File: src/verilog/codecModelPkg.sv
// static probability model: symbol count, EOF symbol and cumulative frequency table
package codecModelPkg;

    localparam int NUM_SYMBOLS = 17;
    localparam int SYMBOL_W = 5;
    localparam logic [SYMBOL_W-1:0] EOF_SYMBOL = 5'd16;

    localparam int FREQ_W = 13;
    localparam logic [FREQ_W-1:0] TOTAL_FREQ = 13'd4096;

    // symbol s owns [CUM_FREQ[s], CUM_FREQ[s+1])
    // low symbols get the largest shares, EOF gets 68 of 4096
    localparam logic [FREQ_W-1:0] CUM_FREQ [NUM_SYMBOLS+1] = '{
        0,    1024, 1664, 2176,
        2560, 2816, 3072, 3264,
        3424, 3552, 3664, 3760,
        3840, 3904, 3952, 3992,
        4028,
        4096
    };

endpackage

File: src/verilog/codecParamPkg.sv
// interval precision, datapath widths, interval constants and interval opcodes
package codecParamPkg;

    localparam int PRECISION = 20;

    // interval bounds in fixed point, WHOLE is 1.0
    localparam logic [PRECISION-1:0] WHOLE = PRECISION'(1 << (PRECISION - 1));
    localparam logic [PRECISION-1:0] HALF = PRECISION'(1 << (PRECISION - 2));
    localparam logic [PRECISION-1:0] QUARTER = PRECISION'(1 << (PRECISION - 3));
    localparam logic [PRECISION-1:0] THREE_QUARTERS = PRECISION'(3 << (PRECISION - 3));

    localparam int PROD_W = 38;         // product, dividend and quotient width
    localparam int OUT_W = 32;          // output word
    localparam int MAX_PENDING_W = 7;   // pending middle-case bit counter

    typedef enum logic [2:0] {
        OP_NONE,
        OP_LOAD,    // a = 0, b = w = WHOLE
        OP_LOW,     // expand lower half
        OP_HIGH,    // expand upper half
        OP_MID,     // expand middle half
        OP_WIDTH    // w = b - a
    } intervalOp_e;

endpackage

File: src/verilog/codecIfs.sv
// divider request interface and bit emit interface with their modports
`timescale 1ns/1ps

interface divIf;
    logic                              start;      // one-cycle pulse, divider idle
    logic [codecParamPkg::PROD_W-1:0]  dividend;
    logic [codecModelPkg::FREQ_W-1:0]  divisor;
    logic                              done;       // one-cycle pulse
    logic [codecParamPkg::PROD_W-1:0]  quotient;   // valid while done

    modport master (output start, dividend, divisor, input done, quotient);
    modport slave (input start, dividend, divisor, output done, quotient);
endinterface

interface emitIf;
    logic emit;         // write bitValue, then drain pending bits
    logic bitValue;
    logic addPending;   // one more middle-case bit
    logic flush;        // close the final, possibly partial word
    logic wordFull;     // level, word waits for the reader
    logic wordRead;     // pulse, reader took the word

    modport master (output emit, bitValue, addPending, flush, wordRead, input wordFull);
    modport slave (input emit, bitValue, addPending, flush, wordRead, output wordFull);
endinterface

File: src/verilog/arithEncoderTop.sv
// arithmetic encoder top level with FSM, interval unit, divider and bit packer
`timescale 1ns/1ps

module arithEncoderTop (
    input  logic clk,
    input  logic rstn,
    input  logic start,
    input  logic [codecModelPkg::SYMBOL_W-1:0] symbol,
    input  logic newSymbolProvided,
    input  logic readSuccess,
    output logic idle,
    output logic newSymbolRequested,
    output logic resultReady,
    output logic [2:0] validOutputBytes,
    output logic [codecParamPkg::OUT_W-1:0] out
);

    codecParamPkg::intervalOp_e op;
    logic [codecModelPkg::SYMBOL_W-1:0] curSymbol;
    logic subStart;
    logic subDone;
    logic [codecParamPkg::PRECISION-1:0] low;
    logic [codecParamPkg::PRECISION-1:0] high;

    divIf divBus ();
    emitIf emitBus ();

    encoderFsm i_fsm (
        .clk, .rstn, .start, .symbol, .newSymbolProvided, .readSuccess,
        .idle, .newSymbolRequested, .resultReady,
        .op, .curSymbol, .subStart, .subDone, .low, .high,
        .emitPort(emitBus.master)
    );

    intervalUnit i_interval (
        .clk, .rstn, .op, .symbol(curSymbol), .subStart, .subDone,
        .low, .high, .div(divBus.master)
    );

    seqDivider i_divider (.clk, .rstn, .div(divBus.slave));

    bitPacker i_packer (.clk, .rstn, .emitPort(emitBus.slave), .out, .validOutputBytes);

endmodule

File: src/verilog/bitPacker.sv
// output word packing of emitted and pending bits, with valid byte count
`timescale 1ns/1ps

module bitPacker (
    input  logic clk,
    input  logic rstn,
    emitIf.slave emitPort,
    output logic [codecParamPkg::OUT_W-1:0] out,
    output logic [2:0] validOutputBytes
);

    logic [$clog2(codecParamPkg::OUT_W)-1:0] bitPos;
    logic [codecParamPkg::MAX_PENDING_W-1:0] pendCnt;
    logic pendValue;
    logic draining;
    logic full;
    logic isFinal;
    logic lastBit;

    assign lastBit = (bitPos == 5'(codecParamPkg::OUT_W - 1));
    assign emitPort.wordFull = full;
    // bytes touched by the final word, full words are always 4
    assign validOutputBytes = isFinal ? 3'((6'(bitPos) + 6'd7) >> 3) : 3'd4;

    always_ff @(posedge clk) begin
        if (!rstn) begin
            out <= '0;
            bitPos <= '0;
            pendCnt <= '0;
            draining <= 1'b0;
            full <= 1'b0;
            isFinal <= 1'b0;
        end else if (emitPort.wordRead) begin
            out <= '0;
            bitPos <= '0;
            full <= 1'b0;
            isFinal <= 1'b0;
        end else if (!full) begin
            if (emitPort.emit) begin
                out[bitPos] <= emitPort.bitValue;
                pendValue <= ~emitPort.bitValue;    // pending bits are the opposite
                draining <= (pendCnt != '0);
                bitPos <= bitPos + 1'b1;
                full <= lastBit;
            end else if (draining && pendCnt != '0) begin
                out[bitPos] <= pendValue;
                pendCnt <= pendCnt - 1'b1;
                draining <= (pendCnt != 7'd1);
                bitPos <= bitPos + 1'b1;
                full <= lastBit;
            end else if (emitPort.addPending) begin
                pendCnt <= pendCnt + 1'b1;
            end else if (emitPort.flush && bitPos != '0) begin
                full <= 1'b1;                       // nothing to hand out if empty
                isFinal <= 1'b1;
            end
        end
    end

endmodule

File: src/verilog/encoderFsm.sv
// encoder state machine for symbol intake, rescaling, flush and both handshakes
`timescale 1ns/1ps

module encoderFsm (
    input  logic clk,
    input  logic rstn,
    input  logic start,
    input  logic [codecModelPkg::SYMBOL_W-1:0] symbol,
    input  logic newSymbolProvided,
    input  logic readSuccess,
    output logic idle,
    output logic newSymbolRequested,
    output logic resultReady,
    output codecParamPkg::intervalOp_e op,
    output logic [codecModelPkg::SYMBOL_W-1:0] curSymbol,
    output logic subStart,
    input  logic subDone,
    input  logic [codecParamPkg::PRECISION-1:0] low,
    input  logic [codecParamPkg::PRECISION-1:0] high,
    emitIf.master emitPort
);

    typedef enum logic [3:0] {
        S_IDLE, S_SUB, S_RESCALE, S_FINISH, S_FLUSH_BIT, S_PENDING,
        S_FLUSH, S_FLUSHED, S_READ, S_READ_ACK, S_SYM_WAIT, S_SYM_ACK
    } state_e;

    state_e state;
    state_e retState;                                   // where a word read resumes
    logic [codecParamPkg::MAX_PENDING_W-1:0] pendCnt;   // tracks the packer's count
    logic flushing;

    assign idle = (state == S_IDLE);
    assign resultReady = (state == S_READ);
    assign newSymbolRequested = (state == S_SYM_WAIT);
    assign emitPort.wordRead = (state == S_READ) && readSuccess;

    always_comb begin
        op = codecParamPkg::OP_NONE;
        emitPort.emit = 1'b0;
        emitPort.bitValue = (low >= codecParamPkg::HALF);
        emitPort.addPending = 1'b0;
        emitPort.flush = 1'b0;
        unique case (state)
            S_IDLE: op = codecParamPkg::OP_LOAD;     // fresh interval for the next message
            S_RESCALE: begin
                if (high < codecParamPkg::HALF || low >= codecParamPkg::HALF) begin
                    emitPort.emit = 1'b1;
                    op = (high < codecParamPkg::HALF) ? codecParamPkg::OP_LOW
                                                      : codecParamPkg::OP_HIGH;
                end else if (low > codecParamPkg::QUARTER
                             && high < codecParamPkg::THREE_QUARTERS) begin
                    emitPort.addPending = 1'b1;
                    op = codecParamPkg::OP_MID;
                end else begin
                    op = codecParamPkg::OP_WIDTH;
                end
            end
            S_FINISH: emitPort.addPending = 1'b1;
            S_FLUSH_BIT: begin
                emitPort.emit = 1'b1;
                emitPort.bitValue = (low > codecParamPkg::QUARTER);
            end
            S_FLUSH: emitPort.flush = 1'b1;
            default: ;
        endcase
    end

    always_ff @(posedge clk) begin
        if (!rstn) begin
            state <= S_IDLE;
            retState <= S_IDLE;
            subStart <= 1'b0;
            pendCnt <= '0;
            flushing <= 1'b0;
        end else begin
            subStart <= 1'b0;
            unique case (state)
                S_IDLE: begin
                    flushing <= 1'b0;
                    if (start) begin
                        curSymbol <= symbol;
                        subStart <= 1'b1;
                        state <= S_SUB;
                    end
                end
                S_SUB: if (subDone) state <= S_RESCALE;
                S_RESCALE: begin
                    if (emitPort.emit) state <= S_PENDING;
                    else if (emitPort.addPending) pendCnt <= pendCnt + 1'b1;
                    else if (curSymbol == codecModelPkg::EOF_SYMBOL) state <= S_FINISH;
                    else state <= S_SYM_WAIT;
                end
                S_FINISH: begin
                    pendCnt <= pendCnt + 1'b1;
                    flushing <= 1'b1;
                    state <= S_FLUSH_BIT;
                end
                S_FLUSH_BIT: state <= S_PENDING;
                S_PENDING: begin
                    if (emitPort.wordFull) begin
                        retState <= S_PENDING;
                        state <= S_READ;
                    end else if (pendCnt == '0) begin
                        state <= flushing ? S_FLUSH : S_RESCALE;
                    end else begin
                        pendCnt <= pendCnt - 1'b1;  // packer writes one this cycle
                    end
                end
                S_FLUSH: state <= S_FLUSHED;
                S_FLUSHED: begin
                    retState <= S_IDLE;
                    state <= emitPort.wordFull ? S_READ : S_IDLE;
                end
                S_READ: if (readSuccess) state <= S_READ_ACK;
                S_READ_ACK: if (!readSuccess) state <= retState;
                S_SYM_WAIT: if (newSymbolProvided) begin
                    curSymbol <= symbol;
                    state <= S_SYM_ACK;
                end
                S_SYM_ACK: if (!newSymbolProvided) begin
                    subStart <= 1'b1;
                    state <= S_SUB;
                end
                default: state <= S_IDLE;
            endcase
        end
    end

    // the host only reads held words and the packer never drops a bit
    assert property (@(posedge clk) disable iff (!rstn) resultReady |-> emitPort.wordFull);
    assert property (@(posedge clk) disable iff (!rstn) emitPort.emit |-> !emitPort.wordFull);

endmodule

File: src/verilog/intervalUnit.sv
// interval registers, subinterval computation through the divider and rescale operations
`timescale 1ns/1ps

module intervalUnit (
    input  logic clk,
    input  logic rstn,
    input  codecParamPkg::intervalOp_e op,
    input  logic [codecModelPkg::SYMBOL_W-1:0] symbol,
    input  logic subStart,
    output logic subDone,
    output logic [codecParamPkg::PRECISION-1:0] low,
    output logic [codecParamPkg::PRECISION-1:0] high,
    divIf.master div
);

    typedef enum logic [1:0] {PH_IDLE, PH_HIGH, PH_LOW} phase_e;

    phase_e phase;
    logic [codecParamPkg::PRECISION-1:0] a;
    logic [codecParamPkg::PRECISION-1:0] b;
    logic [codecParamPkg::PRECISION-1:0] w;
    logic [codecParamPkg::PROD_W-1:0] prodHigh;
    logic [codecParamPkg::PROD_W-1:0] prodLow;
    logic [codecParamPkg::PRECISION-1:0] step;

    assign prodHigh = codecParamPkg::PROD_W'(w)
                    * codecParamPkg::PROD_W'(codecModelPkg::CUM_FREQ[symbol + 1'b1]);
    assign prodLow = codecParamPkg::PROD_W'(w)
                   * codecParamPkg::PROD_W'(codecModelPkg::CUM_FREQ[symbol]);
    assign step = div.quotient[codecParamPkg::PRECISION-1:0];   // never above w
    assign div.divisor = codecModelPkg::TOTAL_FREQ;
    assign low = a;
    assign high = b;

    always_ff @(posedge clk) begin
        if (!rstn) begin
            phase <= PH_IDLE;
            div.start <= 1'b0;
            subDone <= 1'b0;
            a <= '0;
            b <= codecParamPkg::WHOLE;
            w <= codecParamPkg::WHOLE;
        end else begin
            div.start <= 1'b0;
            subDone <= 1'b0;
            unique case (phase)
                PH_IDLE: if (subStart) begin
                    div.start <= 1'b1;
                    div.dividend <= prodHigh;
                    phase <= PH_HIGH;
                end
                PH_HIGH: if (div.done) begin
                    b <= a + step;                 // old a, updated next
                    div.start <= 1'b1;
                    div.dividend <= prodLow;
                    phase <= PH_LOW;
                end
                PH_LOW: if (div.done) begin
                    a <= a + step;
                    subDone <= 1'b1;
                    phase <= PH_IDLE;
                end
                default: phase <= PH_IDLE;
            endcase
            unique case (op)
                codecParamPkg::OP_LOAD: begin
                    a <= '0;
                    b <= codecParamPkg::WHOLE;
                    w <= codecParamPkg::WHOLE;
                end
                codecParamPkg::OP_LOW: begin
                    a <= a << 1;
                    b <= b << 1;
                end
                codecParamPkg::OP_HIGH: begin
                    a <= (a - codecParamPkg::HALF) << 1;
                    b <= (b - codecParamPkg::HALF) << 1;
                end
                codecParamPkg::OP_MID: begin
                    a <= (a - codecParamPkg::QUARTER) << 1;
                    b <= (b - codecParamPkg::QUARTER) << 1;
                end
                codecParamPkg::OP_WIDTH: w <= b - a;
                default: ;
            endcase
        end
    end

    // every rescale step chosen by the FSM must keep the interval non-empty
    assert property (@(posedge clk) disable iff (!rstn)
        (op != codecParamPkg::OP_NONE) |=> (a < b));

endmodule

File: src/verilog/seqDivider.sv
// restoring divider producing one quotient bit per cycle
`timescale 1ns/1ps

module seqDivider (
    input logic clk,
    input logic rstn,
    divIf.slave div
);

    logic busy;
    logic [5:0] bitCnt;
    logic [codecModelPkg::FREQ_W-1:0] rem;
    logic [codecModelPkg::FREQ_W-1:0] divisorQ;
    logic [codecParamPkg::PROD_W-1:0] quo;         // dividend shifts out, quotient shifts in
    logic [codecModelPkg::FREQ_W:0] shifted;
    logic [codecModelPkg::FREQ_W:0] diff;

    assign shifted = {rem, quo[codecParamPkg::PROD_W-1]};
    assign diff = shifted - {1'b0, divisorQ};       // msb set means borrow
    assign div.quotient = quo;

    always_ff @(posedge clk) begin
        if (!rstn) begin
            busy <= 1'b0;
            bitCnt <= '0;
            div.done <= 1'b0;
        end else begin
            div.done <= 1'b0;
            if (div.start) begin
                busy <= 1'b1;
                bitCnt <= 6'(codecParamPkg::PROD_W);
            end else if (busy) begin
                bitCnt <= bitCnt - 6'd1;
                if (bitCnt == 6'd1) begin
                    busy <= 1'b0;
                    div.done <= 1'b1;                // last quotient bit lands this edge
                end
            end
        end
    end

    always_ff @(posedge clk) begin
        if (div.start) begin
            rem <= '0;
            quo <= div.dividend;
            divisorQ <= div.divisor;
        end else if (busy) begin
            if (!diff[codecModelPkg::FREQ_W]) begin
                rem <= diff[codecModelPkg::FREQ_W-1:0];
                quo <= {quo[codecParamPkg::PROD_W-2:0], 1'b1};
            end else begin
                rem <= shifted[codecModelPkg::FREQ_W-1:0];
                quo <= {quo[codecParamPkg::PROD_W-2:0], 1'b0};
            end
        end
    end

    // the interval unit waits for done before asking again
    assert property (@(posedge clk) disable iff (!rstn) div.start |-> !busy);

endmodule
File: config.mk
export PLATFORM = sky130hd
export DESIGN_NAME = arithEncoderTop
export DESIGN_NICKNAME = d
export VERILOG_FILES = /design/src/verilog/codecModelPkg.sv /design/src/verilog/codecParamPkg.sv /design/src/verilog/codecIfs.sv /design/src/verilog/arithEncoderTop.sv /design/src/verilog/bitPacker.sv /design/src/verilog/encoderFsm.sv /design/src/verilog/intervalUnit.sv /design/src/verilog/seqDivider.sv
export SDC_FILE = /design/constraint.sdc
export NUM_CORES = 2
export LEC_CHECK = 0
export BUFFER_PORTS_ARGS = -buffer_cell sky130_fd_sc_hd__buf_2
export CORE_MARGIN = 5
export CORE_UTILIZATION = 40
export CTS_CLUSTER_DIAMETER = 40
export DETAILED_ROUTE_END_ITERATION = 10
export PLACE_DENSITY = 0.53
export RECOVER_POWER = 25
export SETUP_SLACK_MARGIN = 0.15
export SKIP_LAST_GASP = 1
export SLEW_MARGIN = 20
export SYNTH_ARGS = -nofsm -noshare
export SYNTH_HDL_FRONTEND = slang
export SYNTH_SLANG_ARGS = --single-unit
File: constraint.sdc
create_clock -name clk -period 9.8 [get_ports clk]
set_clock_uncertainty 0.2 [all_clocks]
set_input_delay 1.96 -clock clk [delete_from_list [all_inputs] [get_ports clk]]
set_output_delay 1.96 -clock clk [all_outputs]
set_load 0.05 [all_outputs]
== Yosys cells after proc, flatten, opt, wreduce, memory -nomap -nowiden ==
Memory sizes are Yosys's and may differ from the RTL's.
Index checks and enable logic that the tools add are counted.

* Flip-flop bits (word level): 231
* ROM bits: 832
* Memories: 2
* Output and inout port bits: 38

* Eq/ne operators: 38
* $add $sub $neg: 15
* Reduce and logical (&&, ||, !) cells: 40
* Bitwise logic cells: 10
* Magnitude comparators: 8
* Muxes and demuxes: 87
* Multipliers: 2

{| class="wikitable"
|+ Memory list
! memory !! depth !! bits a word !! read ports !! clocked after memory_dff !! write ports !! RTL line !! text
|-
| (name not given) || 32 || 13 || 1 || 0 || 0 || intervalUnit.sv:27 || <nowiki>* codecParamPkg::PROD_W'(codecModelPkg::CUM_FREQ[symbol + 1'b1]);</nowiki>
|-
| (name not given) || 32 || 13 || 1 || 0 || 0 || intervalUnit.sv:29 || <nowiki>* codecParamPkg::PROD_W'(codecModelPkg::CUM_FREQ[symbol]);</nowiki>
|}

{| class="wikitable"
|+ Operators by type and width
! kind !! number
|-
| 20-bit case mux with 4 select lines || 2
|-
| 38-bit 2-to-1 mux || 4
|-
| 38-bit case mux with 2 select lines || 1
|-
| 20-bit by 13-bit multiplier with 33-bit output || 2
|-
| 13-bit 2-to-1 mux || 5
|-
| 32-bit bitwise mux || 2
|-
| 32-bit 2-to-1 mux || 2
|-
| 20-bit 2-to-1 mux || 3
|-
| 4-bit 2-to-1 mux || 13
|-
| 4-bit case mux with 12 select lines || 1
|-
| 7-bit 2-to-1 mux || 6
|-
| 20-bit by 19-bit < comparator with 1-bit output (second input constant) || 2
|-
| 20-bit case mux with 2 select lines || 1
|-
| 19-bit by 18-bit subtractor with 19-bit output (second input constant) || 2
|-
| 19-bit subtractor (second input constant) || 2
|-
| 1-bit 2-to-1 mux || 24
|-
| 7-bit case mux with 3 select lines || 1
|-
| 20-bit adder || 1
|-
| 20-bit by 19-bit >= comparator with 1-bit output (second input constant) || 1
|-
| 20-bit by 18-bit > comparator with 1-bit output (second input constant) || 1
|-
| 5-bit 2-to-1 mux || 4
|-
| 2-bit != test (second input constant) || 10
|-
| 5-bit nonzero test || 4
|-
| 20-bit subtractor || 1
|-
| other kinds (50) || 105
|}

== Longest topological paths before layout ==
* Word-level depth: 9
* Mapped depth: 29

== Hierarchy ==
Synthesis repeated with hierarchy kept, for this count alone.

* Cell total of the unflattened synthesis: 3307
* Area, all modules: 29009.1 µm²

{| class="wikitable"
|+ Modules (own cells, without submodules)
! module !! area each (µm²) !! instances !! cells an instance
|-
| intervalUnit || 21485.6 || 1 || 2551
|-
| seqDivider || 3606.0 || 1 || 295
|-
| bitPacker || 2483.6 || 1 || 289
|-
| encoderFsm || 1433.9 || 1 || 172
|}

== Worst setup path before layout ==
OpenSTA, ideal clock, no wires.

* Kind: reg-to-reg
* From: register i_fsm.curSymbol[1] (netlist name)
* To: register i_interval.div.dividend[32], data pin
* Path slack: 2379 ps
* Period minus slack after synthesis: 7421 ps
* Arrival time: 6965 ps
* Setup time: 256 ps
* Cell stages (with the launch flop): 28
* Path buffers: 2
* Cells stage by stage: edfxtp_1 > ha_1 > inv_1 > ha_1 > clkbuf_1 > inv_1 > a221o_1 > o21ai_0 > clkbuf_1 > nand2_1 > fa_1 > inv_1 > fa_1 > fa_1 > fa_1 > inv_1 > fa_1 > inv_1 > ha_1 > a21o_1 > a2111oi_2 > a211o_1 > a41oi_2 > o21a_2 > o41ai_4 > a22o_1 > o211ai_1 > o211a_1

* Word-level cells in the longest chain between the ends: 8
* Elaborated cells on any way between the ends: 14

{| class="wikitable"
|+ Ends and longest elaborated chain
! item !! RTL line !! text
|-
| start, declared || encoderFsm.sv:15 || <nowiki>output logic [codecModelPkg::SYMBOL_W-1:0] curSymbol,</nowiki>
|-
| start signal, assigned || encoderFsm.sv:82 || <nowiki>curSymbol <= symbol;</nowiki>
|-
| start signal, assigned || encoderFsm.sv:118 || <nowiki>curSymbol <= symbol;</nowiki>
|-
| 5-bit by 1-bit adder with 5-bit output || intervalUnit.sv:27 ||
|-
| 5-bit inverter with 6-bit output (not written as such) || intervalUnit.sv:27 ||
|-
| memory 32 x 13 bit || -- ||
|-
| 13-bit 2-to-1 mux (not written as such) (2 in a row) || intervalUnit.sv:27 ||
|-
| 20-bit by 13-bit multiplier with 33-bit output || intervalUnit.sv:27 ||
|-
| 38-bit 2-to-1 mux || intervalUnit.sv:47 || <nowiki>PH_IDLE: if (subStart) begin</nowiki>
|-
| 38-bit case mux with 2 select lines * || intervalUnit.sv:46 || <nowiki>unique case (phase)</nowiki>
|-
| end signal, assigned || intervalUnit.sv:49 || <nowiki>div.dividend <= prodHigh;</nowiki>
|-
| end signal, assigned || intervalUnit.sv:55 || <nowiki>div.dividend <= prodLow;</nowiki>
|-
| end, declared || codecIfs.sv:11 || <nowiki>modport master (output start, dividend, divisor, input done, quotient);</nowiki>
|}

Every way passes the cells marked *; elsewhere a longest branch is shown, timed or not. The select of a mux whose other input is x is not followed.
A chain may end at the register's enable or synchronous reset.

== Final worst setup path ==
* From: register i_fsm.curSymbol[1] (netlist name)
* To: register i_interval.div.dividend[25], data pin

The elaborated chain is that of the path after synthesis.

==> reports/metrics.csv <==
metric,value,unit
post-layout instance area,29400,µm²
layout cells sized above 1,0.0687,
number of synthesis warnings,0,
total core area,67000,µm²
pwr dens,179,nW/µm²
Final setup viols,0,
CTS Buf Count,37,
measured slew at the worst slew-check pin,3.00,ns
worst setup path end,i_interval.div.dividend[25],
Slowest cell on crit path,nor2_1,
P_sw,2.31,mW
area growth from synthesis to layout,8.73,%
setup bufs post-CTS,0,
CP Launch Type,register,
Max-cap violations,2,
switching power share of the total,0.440,
clk slew on worst S/H paths,0.06,ns
DR WL/cell,17.7,µm
std cell rows,95,
DRT iter0 DRCs,1139,
Gate power share,0.504,
Die Ht,270,µm
Final period util,0.887,
Levels on crit path,24,
clock share of power,0.256,
pin count of the biggest net entering global routing,88,
post-synthesis sequential area ratio,0.192,
first-pass GRT wire length,117,mm
CP Max Fanout,20,
PostCTS Resize Cnt,0,
clk root buf,clkbuf_16,
Total Wirelength,70.2,mm
Crit path largest cell delay,0.89,ns
Min-Delay Path Class,reg2reg,
io pins,48,
Synth top area share,0.242,
"delay-heaviest family, CP",adder cells,
Fmax,115,MHz
1st-pass router iterations,5,
Post-synth EDFFs,75,
P_int,2.94,mW
"Critical Path, Cell by Cell",ha_1 > nand3_1 > xor2_1 > nor2_1 > nor2_1 > buf_4 > and2_1 > fa_1 > inv_1 > fa_1 > inv_1 > fa_1 > fa_1 > inv_1 > fa_1 > inv_1 > ha_1 > o311ai_0 > o31ai_1 > and2_1 > o41ai_1 > o21a_1 > xnor2_1 > mux2i_1,
vias in the first global route,22000,
worst reg-to-reg path cell count,24,
initial antenna violation count,0,
# diodes,0,
# DRC,0,
worst rel slew slack,-0.997,
peak supply drop,0.000100,V
Main synth FF type,dfxtp_1,
RSZ-0062 raised after global routing,false,
final net count,3678,
non-filler cells in the finished layout,3972,
critical path arrival,8.76,ns
Setup Crit Path Kind,reg2reg,
Flop pwr share,0.240,
Initial Util,0.403,
Syn Std Cell Area,27000,µm²
"Slew Viols, Final",98,
fin crit period,8.70,ns
Yosys reg bits,221,
IO buf count,47,
DPL Wire Length,53.8,mm
most frequent CP cell,fa_1,
reg2reg end,i_interval.div.dividend[25],
P_leak,13.7,nW
H-tree depth,2,
Area contributors post-synth,"fa_1, ha_1, dfxtp_1",
CTS Hold Bufs,0,
"commonest non-fill, non-tap cells in the layout","inv_1, nand2_1, fa_1",
TNS Setup,0,ns
CTS tree,done,
Post-synth ARST share,0,
"Req. time, crit path",9.86,ns
clk buf depth,3,
Final Util,0.438,
vias,20900,
CP bufs+invs,5,
Crit. End Element,register,
most common library cell in the layout ignoring fill and taps,inv_1,
largest area contributor in the netlist,fa_1,
global-route usage over all layers,0.195,
Placed Cells,3906,
clock latency on the worst-skew pair,0.53,ns
Mapped Cells,3102,
failing checks,"max-capacitance violations, max-slew violations",
Syn Nets,3708,
die width,270,µm
Critical R2R Launch,i_fsm.curSymbol[1],
Final ANT Viol Nets,0,
status,finished with violations,
syn avg cell area,8.70,µm²
CP Launch Point,i_fsm.curSymbol[1],
die area,72800,µm²
CTS sink cnt,221,
GPL Wtd Cong,0.903,
reg2reg setup slack,1.10,ns
gr ovfl total,0,
Final Hold Fails,0,
vias per cell,5.25,
"Distinct cells, synth",81,
Placed Area,28100,µm²
## Yosys cell counts (9+ instances only)
cell and count:
xor2_1 39, fa_1 327, mux2_2 33, a21oi_1 162
a21o_1 49, nand2_1 422, clkbuf_1 141, and3_1 53
o211ai_1 13, mux2i_1 29, nand2b_1 23, o31ai_1 9
nor3_1 29, nor3b_1 9, dfxtp_1 146, a31oi_1 27
edfxtp_1 75, o21ai_0 105, nor4_1 9, a22oi_1 13
nor2_1 134, nor2b_1 68, nand3_1 40, ha_1 269
buf_1 10, buf_2 9, or3_1 12, and2_1 167
inv_1 461, o21ai_1 10, a211oi_1 20, xnor2_1 57
o21a_1 13
## kinds of logic (layout without fill, tap and decap cells)
logic type,Yosys count,in the layout,share of synthesized area
AND/OR/NAND/NOR,998,998,0.179
buffers and inverters,623,620,0.0873
adder cells (fa/ha/maj),596,596,0.367
AO/OA/AOI/OAI,506,506,0.120
flip-flops,221,221,0.192
XOR/XNOR,96,96,0.0311
multiplexers,62,62,0.0245
## worst min-delay path by stage
stage                                    to  cells after the start               from
final                      i_packer.out[16]                      2   i_packer.out[16]
after global routing       i_packer.out[16]                      2   i_packer.out[16]
after CTS                  i_packer.out[16]                      2   i_packer.out[16]
after detailed placement   i_packer.out[16]                      2   i_packer.out[16]
after global placement      i_packer.out[4]                      2    i_packer.out[4]
after floorplan           i_fsm.retState[0]                      2  i_fsm.retState[0]
## flip-flops by register name (all words and copies together), names as in the netlist, 2 cells and up
register,count
i_packer.pendCnt,7
i_interval.high,20
i_fsm.curSymbol,5
i_interval.low,20
i_fsm.pendCnt,7
i_packer.bitPos,5
i_packer.out,32
i_divider.bitCnt,6
i_divider.rem,13
i_interval.phase,2
i_interval.div.dividend,31
i_divider.div.quotient,38
i_interval.w,20
i_fsm.state,4
## through the flow
step                      setup WS (ns)  total power, mW  hold slack (ns)
after floorplan                    2.38             3.19            0.246
after global placement             1.27             3.88            0.242
after detailed placement           1.12             3.91            0.247
after CTS                          1.10             5.29            0.254
after global routing              0.549             5.70            0.288
final                              1.10             5.25            0.252
## power by group through the flow
| stage | combinational [mW] | sequential (mW) | clock [mW] |
|---|---|---|---|
| 5_1_grt | 3.00 | 1.28 | 1.42 |
| 3_3_place_gp | 2.61 | 1.27 | 0 |
| 3_5_place_dp | 2.63 | 1.27 | 0 |
| 6_report | 2.65 | 1.26 | 1.34 |
| 2_1_floorplan | 2.00 | 1.19 | 0 |
| 4_1_cts | 2.65 | 1.25 | 1.38 |
## worst min-delay path, stage by stage (launching register included)
cell and delay (ns):
dfxtp_1 0.30, nand2_1 0.05, a21oi_1 0.05
## final cells by class
class | instances | area, µm²
Tap cell | 873 | 1090
Multi-Input combinational cell | 2258 | 19500
Clock inverter | 22 | 282
Inverter | 462 | 1730
Timing Repair Buffer | 92 | 563
Clock buffer | 44 | 1000
Fill cell | 6671 | 37700
Sequential cell | 221 | 5180
## layer usage
| layer | wire, µm | share of wire | global-route usage | up-vias |
|---|---|---|---|---|
| li1 | - | - | - | 10000 |
| met1 | 32800 | 0.47 | 0.270 | 10300 |
| met2 | 32700 | 0.47 | 0.327 | 459 |
| met3 | 3190 | 0.045 | 0.0269 | 94 |
| met4 | 1480 | 0.021 | 0.0423 | 0 |
| met5 | 0 | 0 | 0 | - |
Note: power is estimated with default switching activity, not from simulation.
